File: src/common/axi_pkg.sv
/* axi_pkg: AXI4 channel payloads and encodings for single-beat
   transfers, plus the data SRAM geometry */
`default_nettype none

package axi_pkg;

    localparam int axi_addr_w = 32;
    localparam int axi_data_w = 32;
    localparam int axi_strb_w = axi_data_w / 8;
    localparam int axi_id_w = 4;

    localparam logic [axi_id_w-1:0] axi_id = 4'd1;   // the only id in use
    localparam logic [7:0] axi_len_single = 8'd0;    // one beat

    localparam int sram_words = 256;
    localparam int sram_idx_w = $clog2(sram_words);

    typedef enum logic [1:0] {
        burst_fixed = 2'b00,
        burst_incr  = 2'b01,
        burst_wrap  = 2'b10
    } axi_burst_e;

    typedef enum logic [1:0] {
        resp_okay   = 2'b00,
        resp_exokay = 2'b01,
        resp_slverr = 2'b10,
        resp_decerr = 2'b11
    } axi_resp_e;

    // read and write address channels share one layout
    typedef struct packed {
        logic [axi_addr_w-1:0] addr;
        logic [axi_id_w-1:0]   id;
        logic [7:0]            len;
        logic [2:0]            size;
        axi_burst_e            burst;
    } axi_ax_t;

    typedef axi_ax_t axi_aw_t;
    typedef axi_ax_t axi_ar_t;

    typedef struct packed {
        logic [axi_data_w-1:0] data;
        logic [axi_strb_w-1:0] strb;
        logic                  last;
    } axi_w_t;

    typedef struct packed {
        axi_resp_e           resp;
        logic [axi_id_w-1:0] id;
    } axi_b_t;

    typedef struct packed {
        logic [axi_data_w-1:0] data;
        axi_resp_e             resp;
        logic [axi_id_w-1:0]   id;
        logic                  last;
    } axi_r_t;

endpackage

`default_nettype wire

File: src/common/lsu_pkg.sv
/* lsu_pkg: pipeline-side types for the memory stage,
   covering access kinds and the execute and write-back payloads */
`default_nettype none

package lsu_pkg;

    localparam int xlen = 32;        // data and address width
    localparam int rd_width = 5;
    localparam int csr_wr_width = 4;

    // access kind, encoded as the load/store funct3
    typedef enum logic [2:0] {
        mem_byte   = 3'b000,
        mem_half   = 3'b001,
        mem_word   = 3'b010,
        mem_byte_u = 3'b100,
        mem_half_u = 3'b101
    } mem_op_e;

    typedef struct packed {
        logic [xlen-1:0]         pc;
        logic [xlen-1:0]         result;       // address for loads and stores
        logic [xlen-1:0]         store_data;
        logic [rd_width-1:0]     rd;
        logic                    reg_write;
        logic [csr_wr_width-1:0] csr_write;
        logic [xlen-1:0]         csr_value;
        logic                    jump;
        logic                    mem_read;
        logic                    mem_write;
        mem_op_e                 funct3;
    } exe_to_mem_t;

    typedef struct packed {
        logic [xlen-1:0]         pc;
        logic [xlen-1:0]         result;
        logic [xlen-1:0]         load_data;    // aligned and extended
        logic [rd_width-1:0]     rd;
        logic                    reg_write;
        logic [csr_wr_width-1:0] csr_write;
        logic [xlen-1:0]         csr_value;
        logic                    jump;
        logic                    mem_read;
    } mem_to_wb_t;

endpackage

`default_nettype wire
File: src/lsu/lsu.sv
/* lsu: memory stage of the pipeline, registers one instruction and
   runs it as an AXI4 read, an AXI4 write or a plain pass-through */
`timescale 1ns/1ps
`default_nettype none

module lsu
    import lsu_pkg::*, axi_pkg::*;
(
    input  wire           clock,
    input  wire           reset,

    input  wire           in_valid,
    output logic          in_ready,
    input  wire exe_to_mem_t in_data,

    output logic          out_valid,
    input  wire           out_ready,
    output mem_to_wb_t    out_data,

    output logic          awvalid,
    input  wire           awready,
    output axi_aw_t       aw,
    output logic          wvalid,
    input  wire           wready,
    output axi_w_t        w,
    input  wire           bvalid,
    output logic          bready,
    input  wire axi_b_t   b,
    output logic          arvalid,
    input  wire           arready,
    output axi_ar_t       ar,
    input  wire           rvalid,
    output logic          rready,
    input  wire axi_r_t   r
);

    typedef enum logic [1:0] {
        st_idle,
        st_read_wait,
        st_write_wait,
        st_done
    } state_e;

    state_e            state;
    exe_to_mem_t       mem_q;          // instruction held by the stage
    logic [xlen-1:0]   load_q;
    logic [xlen-1:0]   wdata;
    logic [xlen/8-1:0] wstrb;
    logic [xlen-1:0]   load_aligned;
    axi_ax_t           req_addr;

    assign in_ready = (state == st_idle);
    assign out_valid = (state == st_done);

    always_ff @(posedge clock or posedge reset) begin
        if (reset) begin
            state <= st_idle;
            arvalid <= 1'b0;
            rready <= 1'b0;
            awvalid <= 1'b0;
            wvalid <= 1'b0;
            bready <= 1'b0;
        end else begin
            case (state)
                st_idle: begin
                    if (in_valid) begin
                        if (in_data.mem_read) begin
                            state <= st_read_wait;
                            arvalid <= 1'b1;
                            rready <= 1'b1;
                        end else if (in_data.mem_write) begin
                            state <= st_write_wait;
                            awvalid <= 1'b1;
                            wvalid <= 1'b1;
                            bready <= 1'b1;
                        end else begin
                            state <= st_done;       // one register stage only
                        end
                    end
                end
                st_read_wait: begin
                    if (arvalid && arready) arvalid <= 1'b0;
                    if (rvalid && rready) begin
                        rready <= 1'b0;
                        state <= st_done;
                    end
                end
                st_write_wait: begin
                    if (awvalid && awready) awvalid <= 1'b0;
                    if (wvalid && wready) wvalid <= 1'b0;
                    if (bvalid && bready) begin     // resp is always okay
                        bready <= 1'b0;
                        state <= st_done;
                    end
                end
                st_done: begin
                    if (out_ready) state <= st_idle;
                end
                default: state <= st_idle;
            endcase
        end
    end

    always_ff @(posedge clock) begin
        if (in_valid && in_ready) mem_q <= in_data;
        if (rvalid && rready) load_q <= load_aligned;
    end

    lsu_data_align u_align (
        .funct3     (mem_q.funct3),
        .addr_low   (mem_q.result[1:0]),
        .store_data (mem_q.store_data),
        .bus_rdata  (r.data),
        .wdata      (wdata),
        .wstrb      (wstrb),
        .load_data  (load_aligned)
    );

    // size follows the access width, signedness does not matter here
    assign req_addr = '{
        addr:  mem_q.result,
        id:    axi_id,
        len:   axi_len_single,
        size:  {1'b0, mem_q.funct3[1:0]},
        burst: burst_fixed
    };
    assign aw = req_addr;
    assign ar = req_addr;
    assign w = '{data: wdata, strb: wstrb, last: 1'b1};

    assign out_data = '{
        pc:        mem_q.pc,
        result:    mem_q.result,
        load_data: mem_q.mem_read ? load_q : '0,
        rd:        mem_q.rd,
        reg_write: mem_q.reg_write,
        csr_write: mem_q.csr_write,
        csr_value: mem_q.csr_value,
        jump:      mem_q.jump,
        mem_read:  mem_q.mem_read
    };

endmodule

`default_nettype wire

File: src/lsu/lsu_data_align.sv
/* lsu_data_align: moves store data into byte lanes with strobes,
   and picks and extends load bytes from the bus word */
`timescale 1ns/1ps
`default_nettype none

module lsu_data_align
    import lsu_pkg::*;
(
    input  wire mem_op_e       funct3,
    input  wire [1:0]          addr_low,
    input  wire [xlen-1:0]     store_data,
    input  wire [xlen-1:0]     bus_rdata,
    output logic [xlen-1:0]    wdata,
    output logic [xlen/8-1:0]  wstrb,
    output logic [xlen-1:0]    load_data
);

    logic [4:0]  byte_shift;
    logic [4:0]  half_shift;
    logic [7:0]  byte_sel;
    logic [15:0] half_sel;

    assign byte_shift = {addr_low, 3'b000};
    assign half_shift = {addr_low[1], 4'b0000};    // halfwords sit on even lanes

    assign byte_sel = bus_rdata[byte_shift +: 8];
    assign half_sel = bus_rdata[half_shift +: 16];

    always_comb begin
        case (funct3)
            mem_byte, mem_byte_u: begin
                wdata = {24'b0, store_data[7:0]} << byte_shift;
                wstrb = 4'b0001 << addr_low;
            end
            mem_half, mem_half_u: begin
                wdata = {16'b0, store_data[15:0]} << half_shift;
                wstrb = 4'b0011 << {addr_low[1], 1'b0};
            end
            default: begin
                wdata = store_data;
                wstrb = 4'b1111;
            end
        endcase
    end

    always_comb begin
        case (funct3)
            mem_byte:   load_data = {{24{byte_sel[7]}}, byte_sel};
            mem_byte_u: load_data = {24'b0, byte_sel};
            mem_half:   load_data = {{16{half_sel[15]}}, half_sel};
            mem_half_u: load_data = {16'b0, half_sel};
            default:    load_data = bus_rdata;
        endcase
    end

endmodule

`default_nettype wire

File: config.mk
export PLATFORM = sky130hd
export DESIGN_NAME = lsu
export DESIGN_NICKNAME = d
export VERILOG_FILES = /design/src/common/axi_pkg.sv /design/src/common/lsu_pkg.sv /design/src/lsu/lsu.sv /design/src/lsu/lsu_data_align.sv
export SDC_FILE = /design/constraint.sdc
export NUM_CORES = 1
export LEC_CHECK = 0
export ABC_AREA = 1
export BUFFER_PORTS_ARGS = -buffer_cell sky130_fd_sc_hd__buf_4
export CAP_MARGIN = 20
export CORE_AREA = 2 2 185 187
export DETAILED_ROUTE_END_ITERATION = 10
export DIE_AREA = 0 0 187 189
export SLEW_MARGIN = 20
export SYNTH_ARGS = -nofsm -noshare
export SYNTH_HDL_FRONTEND = slang
export SYNTH_HIERARCHICAL = 1
export SYNTH_SLANG_ARGS = --single-unit
File: constraint.sdc
create_clock -name clock -period 5.1 [get_ports clock]
set_clock_uncertainty 0.2 [all_clocks]
set_input_delay 0.765 -clock clock [delete_from_list [all_inputs] [get_ports clock]]
set_output_delay 0.765 -clock clock [all_outputs]
set_load 0.01 [all_outputs]
Word-level counts from Yosys, hierarchy flattened
Cells that the tools add are included.
{"block": "op_classes", "reduce_logical": 18, "n_mux": 26, "n_shift": 6, "n_eq_ne": 16}
{"op": "32-bit case mux with 4 select lines", "n": 1}
{"op": "32-bit case mux with 2 select lines", "n": 1}
{"op": "32-bit two-way mux", "n": 1}
{"op": "32-bit by 6-bit variable part select with 16-bit output", "n": 1}
{"op": "32-bit by 6-bit variable part select with 8-bit output", "n": 1}
{"op": "16-bit by 5-bit left shift with 32-bit output", "n": 1}
{"op": "8-bit by 5-bit left shift with 32-bit output", "n": 1}
{"op": "5-bit AND reduction", "n": 3}
{"op": "2-bit != test, second input constant", "n": 7}
{"op": "4-bit AND reduction", "n": 3}
{"op": "1-bit two-way mux", "n": 11}
{"op": "2-bit two-way mux", "n": 5}
{"op": "1-bit case mux with 2 select lines", "n": 5}
{"op": "2-bit case mux with 4 select lines", "n": 1}
{"op": "4-bit case mux with 2 select lines", "n": 1}
{"op": "3-bit equality test, second input constant", "n": 2}
{"op": "1-bit logical AND", "n": 6}
{"op": "2-bit by 1-bit != test with 1-bit output, second input constant", "n": 3}
{"op": "2-bit equality test, second input constant", "n": 2}
{"op": "2-bit nonzero test", "n": 2}
{"op": "2-bit OR reduction", "n": 2}
{"op": "1-bit by 2-bit left shift with 4-bit output, first input constant", "n": 1}
{"op": "2-bit by 2-bit left shift with 4-bit output, first input constant", "n": 1}
{"op": "3-bit by 1-bit equality test with 1-bit output, second input constant", "n": 1}
{"op": "other kinds (3)", "n": 3}
{"block": "totals", "output_inout_bits": 282, "wordCells": 83, "regBits": 182, "input_bits": 198}

Depth between registers and ports, before layout
Gate-level depths: netlist of run 1.
{"block": "logic_depth", "depth_word": 4, "mapped_depth": 8, "mapped_depth_nobuf": 8}

Hierarchy
The synthesis of run 1 kept the hierarchy.
{"mod": "lsu", "cells_each": 529, "instances": 1, "area_each_um2": 7601.0, "seq_area_each_um2": 5430.2}
{"mod": "lsu_data_align", "cells_each": 239, "instances": 1, "area_each_um2": 1119.8, "seq_area_each_um2": 0.0}

Worst setup path before layout of run 1
Ideal clock, no wire load.
{"block": "synth_timing", "path_type": "in2reg", "from": "input port in_valid", "to": "register mem_q (netlist bit ar[17]), enable pin", "setup_slack_ps": 831, "required_ps": 4404, "arrival_ps": 3573, "stages": 2, "cell_sequence": "nand2_1 -> inv_1"}
{"block": "synth_between", "elab_chain_cells": 1}
{"element": "start: declaration", "line": "lsu.sv:12", "text": "input wire in_valid,"}
{"element": "1-bit logical AND", "line": "lsu.sv:105", "text": "if (in_valid && in_ready) mem_q <= in_data;"}
{"element": "end signal: assignment", "line": "lsu.sv:105"}
{"element": "end: declaration", "line": "lsu.sv:45", "text": "exe_to_mem_t mem_q;"}
No other way between the ends.
A chain may end at the register's enable or synchronous reset.

==> impl_metrics.ini, run 1 <==
[outcome]
outcome = completed

[placement]
dpl.hpwl_um = 20220
dp_slack_ps = 2023
placed_area_um2 = 11060
finalWeightedCongestion = 0.8140
io_buffers = 435

[setup_path]
path_class = reg -> out
reg2reg_slack_ps = 2670
cp_max_fo = 10
cp-start-kind = flop
endpoint_kind = output pin
arrival_ps = 2610
required_ps = 4140

[sta]
final.setup.worst_slack_ps = 1526
drv_slew = 0
slew_headroom = 0.4350
max_freq_mhz = 279.8
period_needed_ps = 3574
rsz0062_at_grt = false
layout_worst_path_cycle_share = 0.7008
worstMarginPinSlew_ps = 847.5
final-hold-violation-count = 0
setup_violations = 0
whs_ps = 49.67
fin_setup_tns_ps = 0

[clock_network]
cts_sinks = 182
h-tree-depth = 4
hold_buffers = 0
cts_setup_buffers = 0
clk_latency_ps = 460
cts_resized = 0
clk_pin_slew_worst_paths_ps = 70
cts_buffers = 17
root_buffer = clkbuf_16
tritoncts = yes
clk_path_buf_depth = 2

[cells_and_area]
mostFrequentLayoutCells = buf_4, nand2_1, edfxtp_1
antennaDiodeCount = 0
area_growth_syn_to_layout_pct = 34.06
mostFrequentLayoutCell = buf_4
fill_cells = 3301
regArea_um2 = 5430
drive_gt1_frac = 0.4709
fin_nets = 1240
multiInputGateArea_um2 = 1476
fin_area_um2 = 11690

[detailed_routing]
wl_um = 26010
vias = 5954
wl_met2_um = 12870
vias_per_cell = 3.977
m1WireLength_um = 10150
ant_nets = 0
first_pass_iters = 5
met3WireLength_um = 2214
wire_per_inst_um = 17.37
first_iter_violations = 303
routed.top_layer = met4
drc = 0

[global_routing]
grt_use_total = 0.1466
grt_max_degree = 80
grt-ovfl-total = 0
grt_pass1_wl_um = 37470
first_global_vias = 5922
grt_antenna_before_repair = 0

[floorplanning]
ios = 480
core_um2 = 33280
start_util = 0.2620
fp.dieH_um = 189
die_area_um2 = 35340
rows = 67
dieWidth_um = 187

[run]
maxCapViolCount = 0

[logic_synthesis]
syn-cell-area_um2 = 8721
ys_warn_count = 6
ys_seq_elements = 182
synth.distinct_cells = 26
syn_area_per_cell_um2 = 11.36
ys_seq_area_frac = 0.6227
netlist_instances = 768

[pwr]
ir_worst_vdd_mv = 0.3119
power.leakage_nw = 5.445
power.density_nw_per_um2 = 452.0

[worst_hold_path]
hp-class = in -> async
## cell type report
class                      count  area share
sequential                   182      0.4645
clock inverter                15     0.01637
tap                          448     0.04795
clock buffer                  17     0.03639
inverter                      69     0.02301
multi-input combinational    324      0.1263
timing repair buffer         442      0.2855
## critical path: stages, from the launching register on
cell      delay (ps)
edfxtp_1         640
inv_2            120
nor2_4           220
nand2_1          400
o21ai_0          540
buf_4            220
## synth_stat cells
master	number	area, µm²
buf_2	6	30.03
nand3_2	1	10.01
conb_1	2	7.510
nand4_1	2	12.51
inv_2	5	18.77
nand2_1	176	660.6
nand3b_1	3	22.52
clkbuf_1	3	11.26
o21ai_1	6	30.03
o21ai_2	1	8.760
or2_1	1	6.260
nand3_1	55	275.3
buf_4	208	1562
inv_6	1	8.760
nor2_1	9	33.78
buf_6	5	56.30
nor2_2	2	12.51
dfrtp_1	7	175.2
edfxtp_1	175	5255
o21ai_0	12	60.06
inv_1	63	236.5
nor2_4	4	45.04
or2_4	1	8.760
nand2_2	5	31.28
ha_1	6	75.07
o211ai_1	9	67.56
## through the flow
stage	cells	power, mW	utilization
final	1497	5.285	0.3513
after CTS	1496	5.366	0.3508
after global routing	1497	5.578	0.3513
after global placement	1464	3.939	0.3323
after detailed placement	1464	3.961	0.3323
after floorplan	797	3.335	-
## cell families (layout without fill, tap and decap cells)
group                    after synthesis  count (layout)  share of synthesized area
other                                  2              31                  0.0008612
flip-flops                           182             182                     0.6227
AO/OA/AOI/OAI                         28              28                    0.01908
AND/OR/NAND/NOR                      259             259                     0.1283
adder cells (fa/ha/maj)                6               6                   0.008608
buffers and inverters                291             543                     0.2205
## metal layers
metal  GRT usage  vias up
met3     0.05357       37
met4     0.06990        0
li1            -     2824
met1      0.1650     2768
met2      0.2471      325
met5           0        -
## final timing paths
| path | start | end | cells past startpoint |
|---|---|---|---|
| worst min register to register | awvalid | awvalid | 2 |
| worst min-delay path | reset | awvalid | 2 |
| max in group asynchronous | reset | rready | 2 |
| worst max-delay path | ar[17] | w[18] | 5 |
| min in group clock | in_data[80] | ar[17] | 1 |
| worst max register to register | state[0] | mem_q[78] | 5 |
## power breakdown
part,total (mW),switching [mW],internal [mW]
combinational,1.70,0.972,0.733
sequential,2.20,0.148,2.05
clock,1.38,0.640,0.743
total,5.28,1.76,3.52
## registers in the layout, summed over array words and instances, names as in the netlist
register,cells
ar,34
awvalid,1
out_data,76
state,2
rready,1
load_q,32
mem_q,33
arvalid,1
bready,1
wvalid,1
(Power assumes the default switching activity.)
==> run 2: changes to the inputs <==
==> constraint.sdc (replaced) <==
create_clock -name clock -period 3.47 [get_ports clock]
set_clock_uncertainty 0.2 [all_clocks]
set_input_delay 0.5205 -clock clock [delete_from_list [all_inputs] [get_ports clock]]
set_output_delay 0.5205 -clock clock [all_outputs]
set_load 0.01 [all_outputs]
==> impl_metrics.ini, run 2 (same netlist as run 1, synthesis figures left out) <==
[outcome]
outcome = completed

[sta]
final-hold-violation-count = 0
worstMarginPinSlew_ps = 776.7
slew_headroom = 0.4822
drv_slew = 0
max_freq_mhz = 322.3
setup_violations = 0
layout_worst_path_cycle_share = 0.8941
period_needed_ps = 3103
rsz0062_at_grt = false
fin_setup_tns_ps = 0

[cells_and_area]
fin_cells = 1514
fin_area_um2 = 11880
area_growth_syn_to_layout_pct = 36.27
largest_reg_flops = 76
antennaDiodeCount = 0
drive_gt1_frac = 0.4672
mostFrequentLayoutCells = buf_4, nand2_1, edfxtp_1
mostFrequentLayoutCell = buf_4
fin_nets = 1257

[setup_path]
slowest_delay_ps = 620
cp-start-kind = flop
endpoint_kind = output pin
required_ps = 2750
cp_max_fo = 10
arrival_ps = 2380
path_cells = inv_2 -> nor2_4 -> nand2_1 -> o21ai_0 -> buf_4
path_class = reg -> out
crit_slowest_cell = edfxtp_1

[clock_network]
cts_buffers = 17
clk_path_buf_depth = 2
cts_resized = 0
root_buffer = clkbuf_16
clk_pin_slew_worst_paths_ps = 80
clk_latency_ps = 450
tritoncts = yes
cts_sinks = 182
h-tree-depth = 4

[pwr]
power.density_nw_per_um2 = 656.4
ir_worst_vdd_mv = 0.5570
power.leakage_nw = 5.525

[detailed_routing]
wire_per_inst_um = 17.13
first_iter_violations = 360
vias = 6015
vias_per_cell = 3.973
wl_um = 25930
first_pass_iters = 5
drc = 0
ant_nets = 0

[floorplanning]
die_area_um2 = 35340
rows = 67
fp.dieH_um = 189
start_util = 0.2620
ios = 480
core_um2 = 33280
dieWidth_um = 187

[worst_hold_path]
hp-class = in -> reg

[global_routing]
grt_max_degree = 121
grt_antenna_before_repair = 0
first_global_vias = 5969
grt_use_total = 0.1435
grt-ovfl-total = 0
grt_pass1_wl_um = 36800

[placement]
placed_area_um2 = 11070
dpl.cell_count = 1465
dpl.hpwl_um = 19860
finalWeightedCongestion = 0.8133
io_buffers = 435

[run]
maxCapViolCount = 0
-- run 2: cell count changes in the layout (fill, tap and decap cells not counted), moves of 2 or more --
cell / change
clkinv_8: +4
dlygate4sd3_1: +16
inv_6: -4
inv_8: +2
-- run 2: what timing repair did --
action | 4_1_cts | 5_1_grt
hold endpoints to repair | 22 | 0
endpoints found under the setup margin | 0 | 0
buffers inserted | 0 | 0
hold buffers | 16 | 0
-- run 2: layout make-up --
cell class,instances,area [µm²]
clock buffer,17,425.4
clock inverter,15,212.7
fill,3300,21400
inverter,69,267.8
multi-input combinational,324,1481
sequential,182,5430
tap,448,560.5
timing repair buffer,459,3506
-- run 2: path summary, 6_finish.rpt --
check                       startpoint         to  slack [ps]  cells past startpoint
setup / recovery                ar[17]      w[17]         370                      5
setup reg to reg                 ar[3]  load_q[0]        1230                      7
hold / removal             in_data[79]  mem_q[79]          40                      1
min in group asynchronous        reset     bready         360                      3
hold reg to reg                awvalid    awvalid         290                      2
max in group asynchronous        reset   state[0]        2480                      3
-- run 2: metal layers --
metal  up-vias  track usage  routed length, µm
li1       2854            -                  -
met1      2828       0.1600               9859
met2       303       0.2508              13370
met3        30      0.05468               2230
met4         0      0.04976                473
met5         -            0                  0
-- run 2: report_power, final --
group / leakage, nW / internal, mW / switching, mW
registers: 1.71 / 3.01 / 0.239
clock network: 0.307 / 1.05 / 0.996
logic: 3.50 / 1.10 / 1.41
-- run 2: per-stage QoR --
stage                     hold WS, ps  utilization  power (mW)  setup WS (ps)
after floorplan                 123.9            -       4.889          39.26
after detailed placement        274.0       0.3326       5.827          758.3
after global placement          264.7       0.3326       5.793          791.8
after global routing            4.514       0.3571       8.218          143.9
after CTS                      0.4290       0.3566       7.925          229.3
final                           40.11       0.3571       7.800          367.5
-- run 2: critical path, delay by kind of cell, from the launching register on --
family | cells | cell delay [ps]
DFF | 1 | 620
and+or+nand+nor | 2 | 580
AOI/OAI and AO/OA | 1 | 410
buffers and inverters | 2 | 300
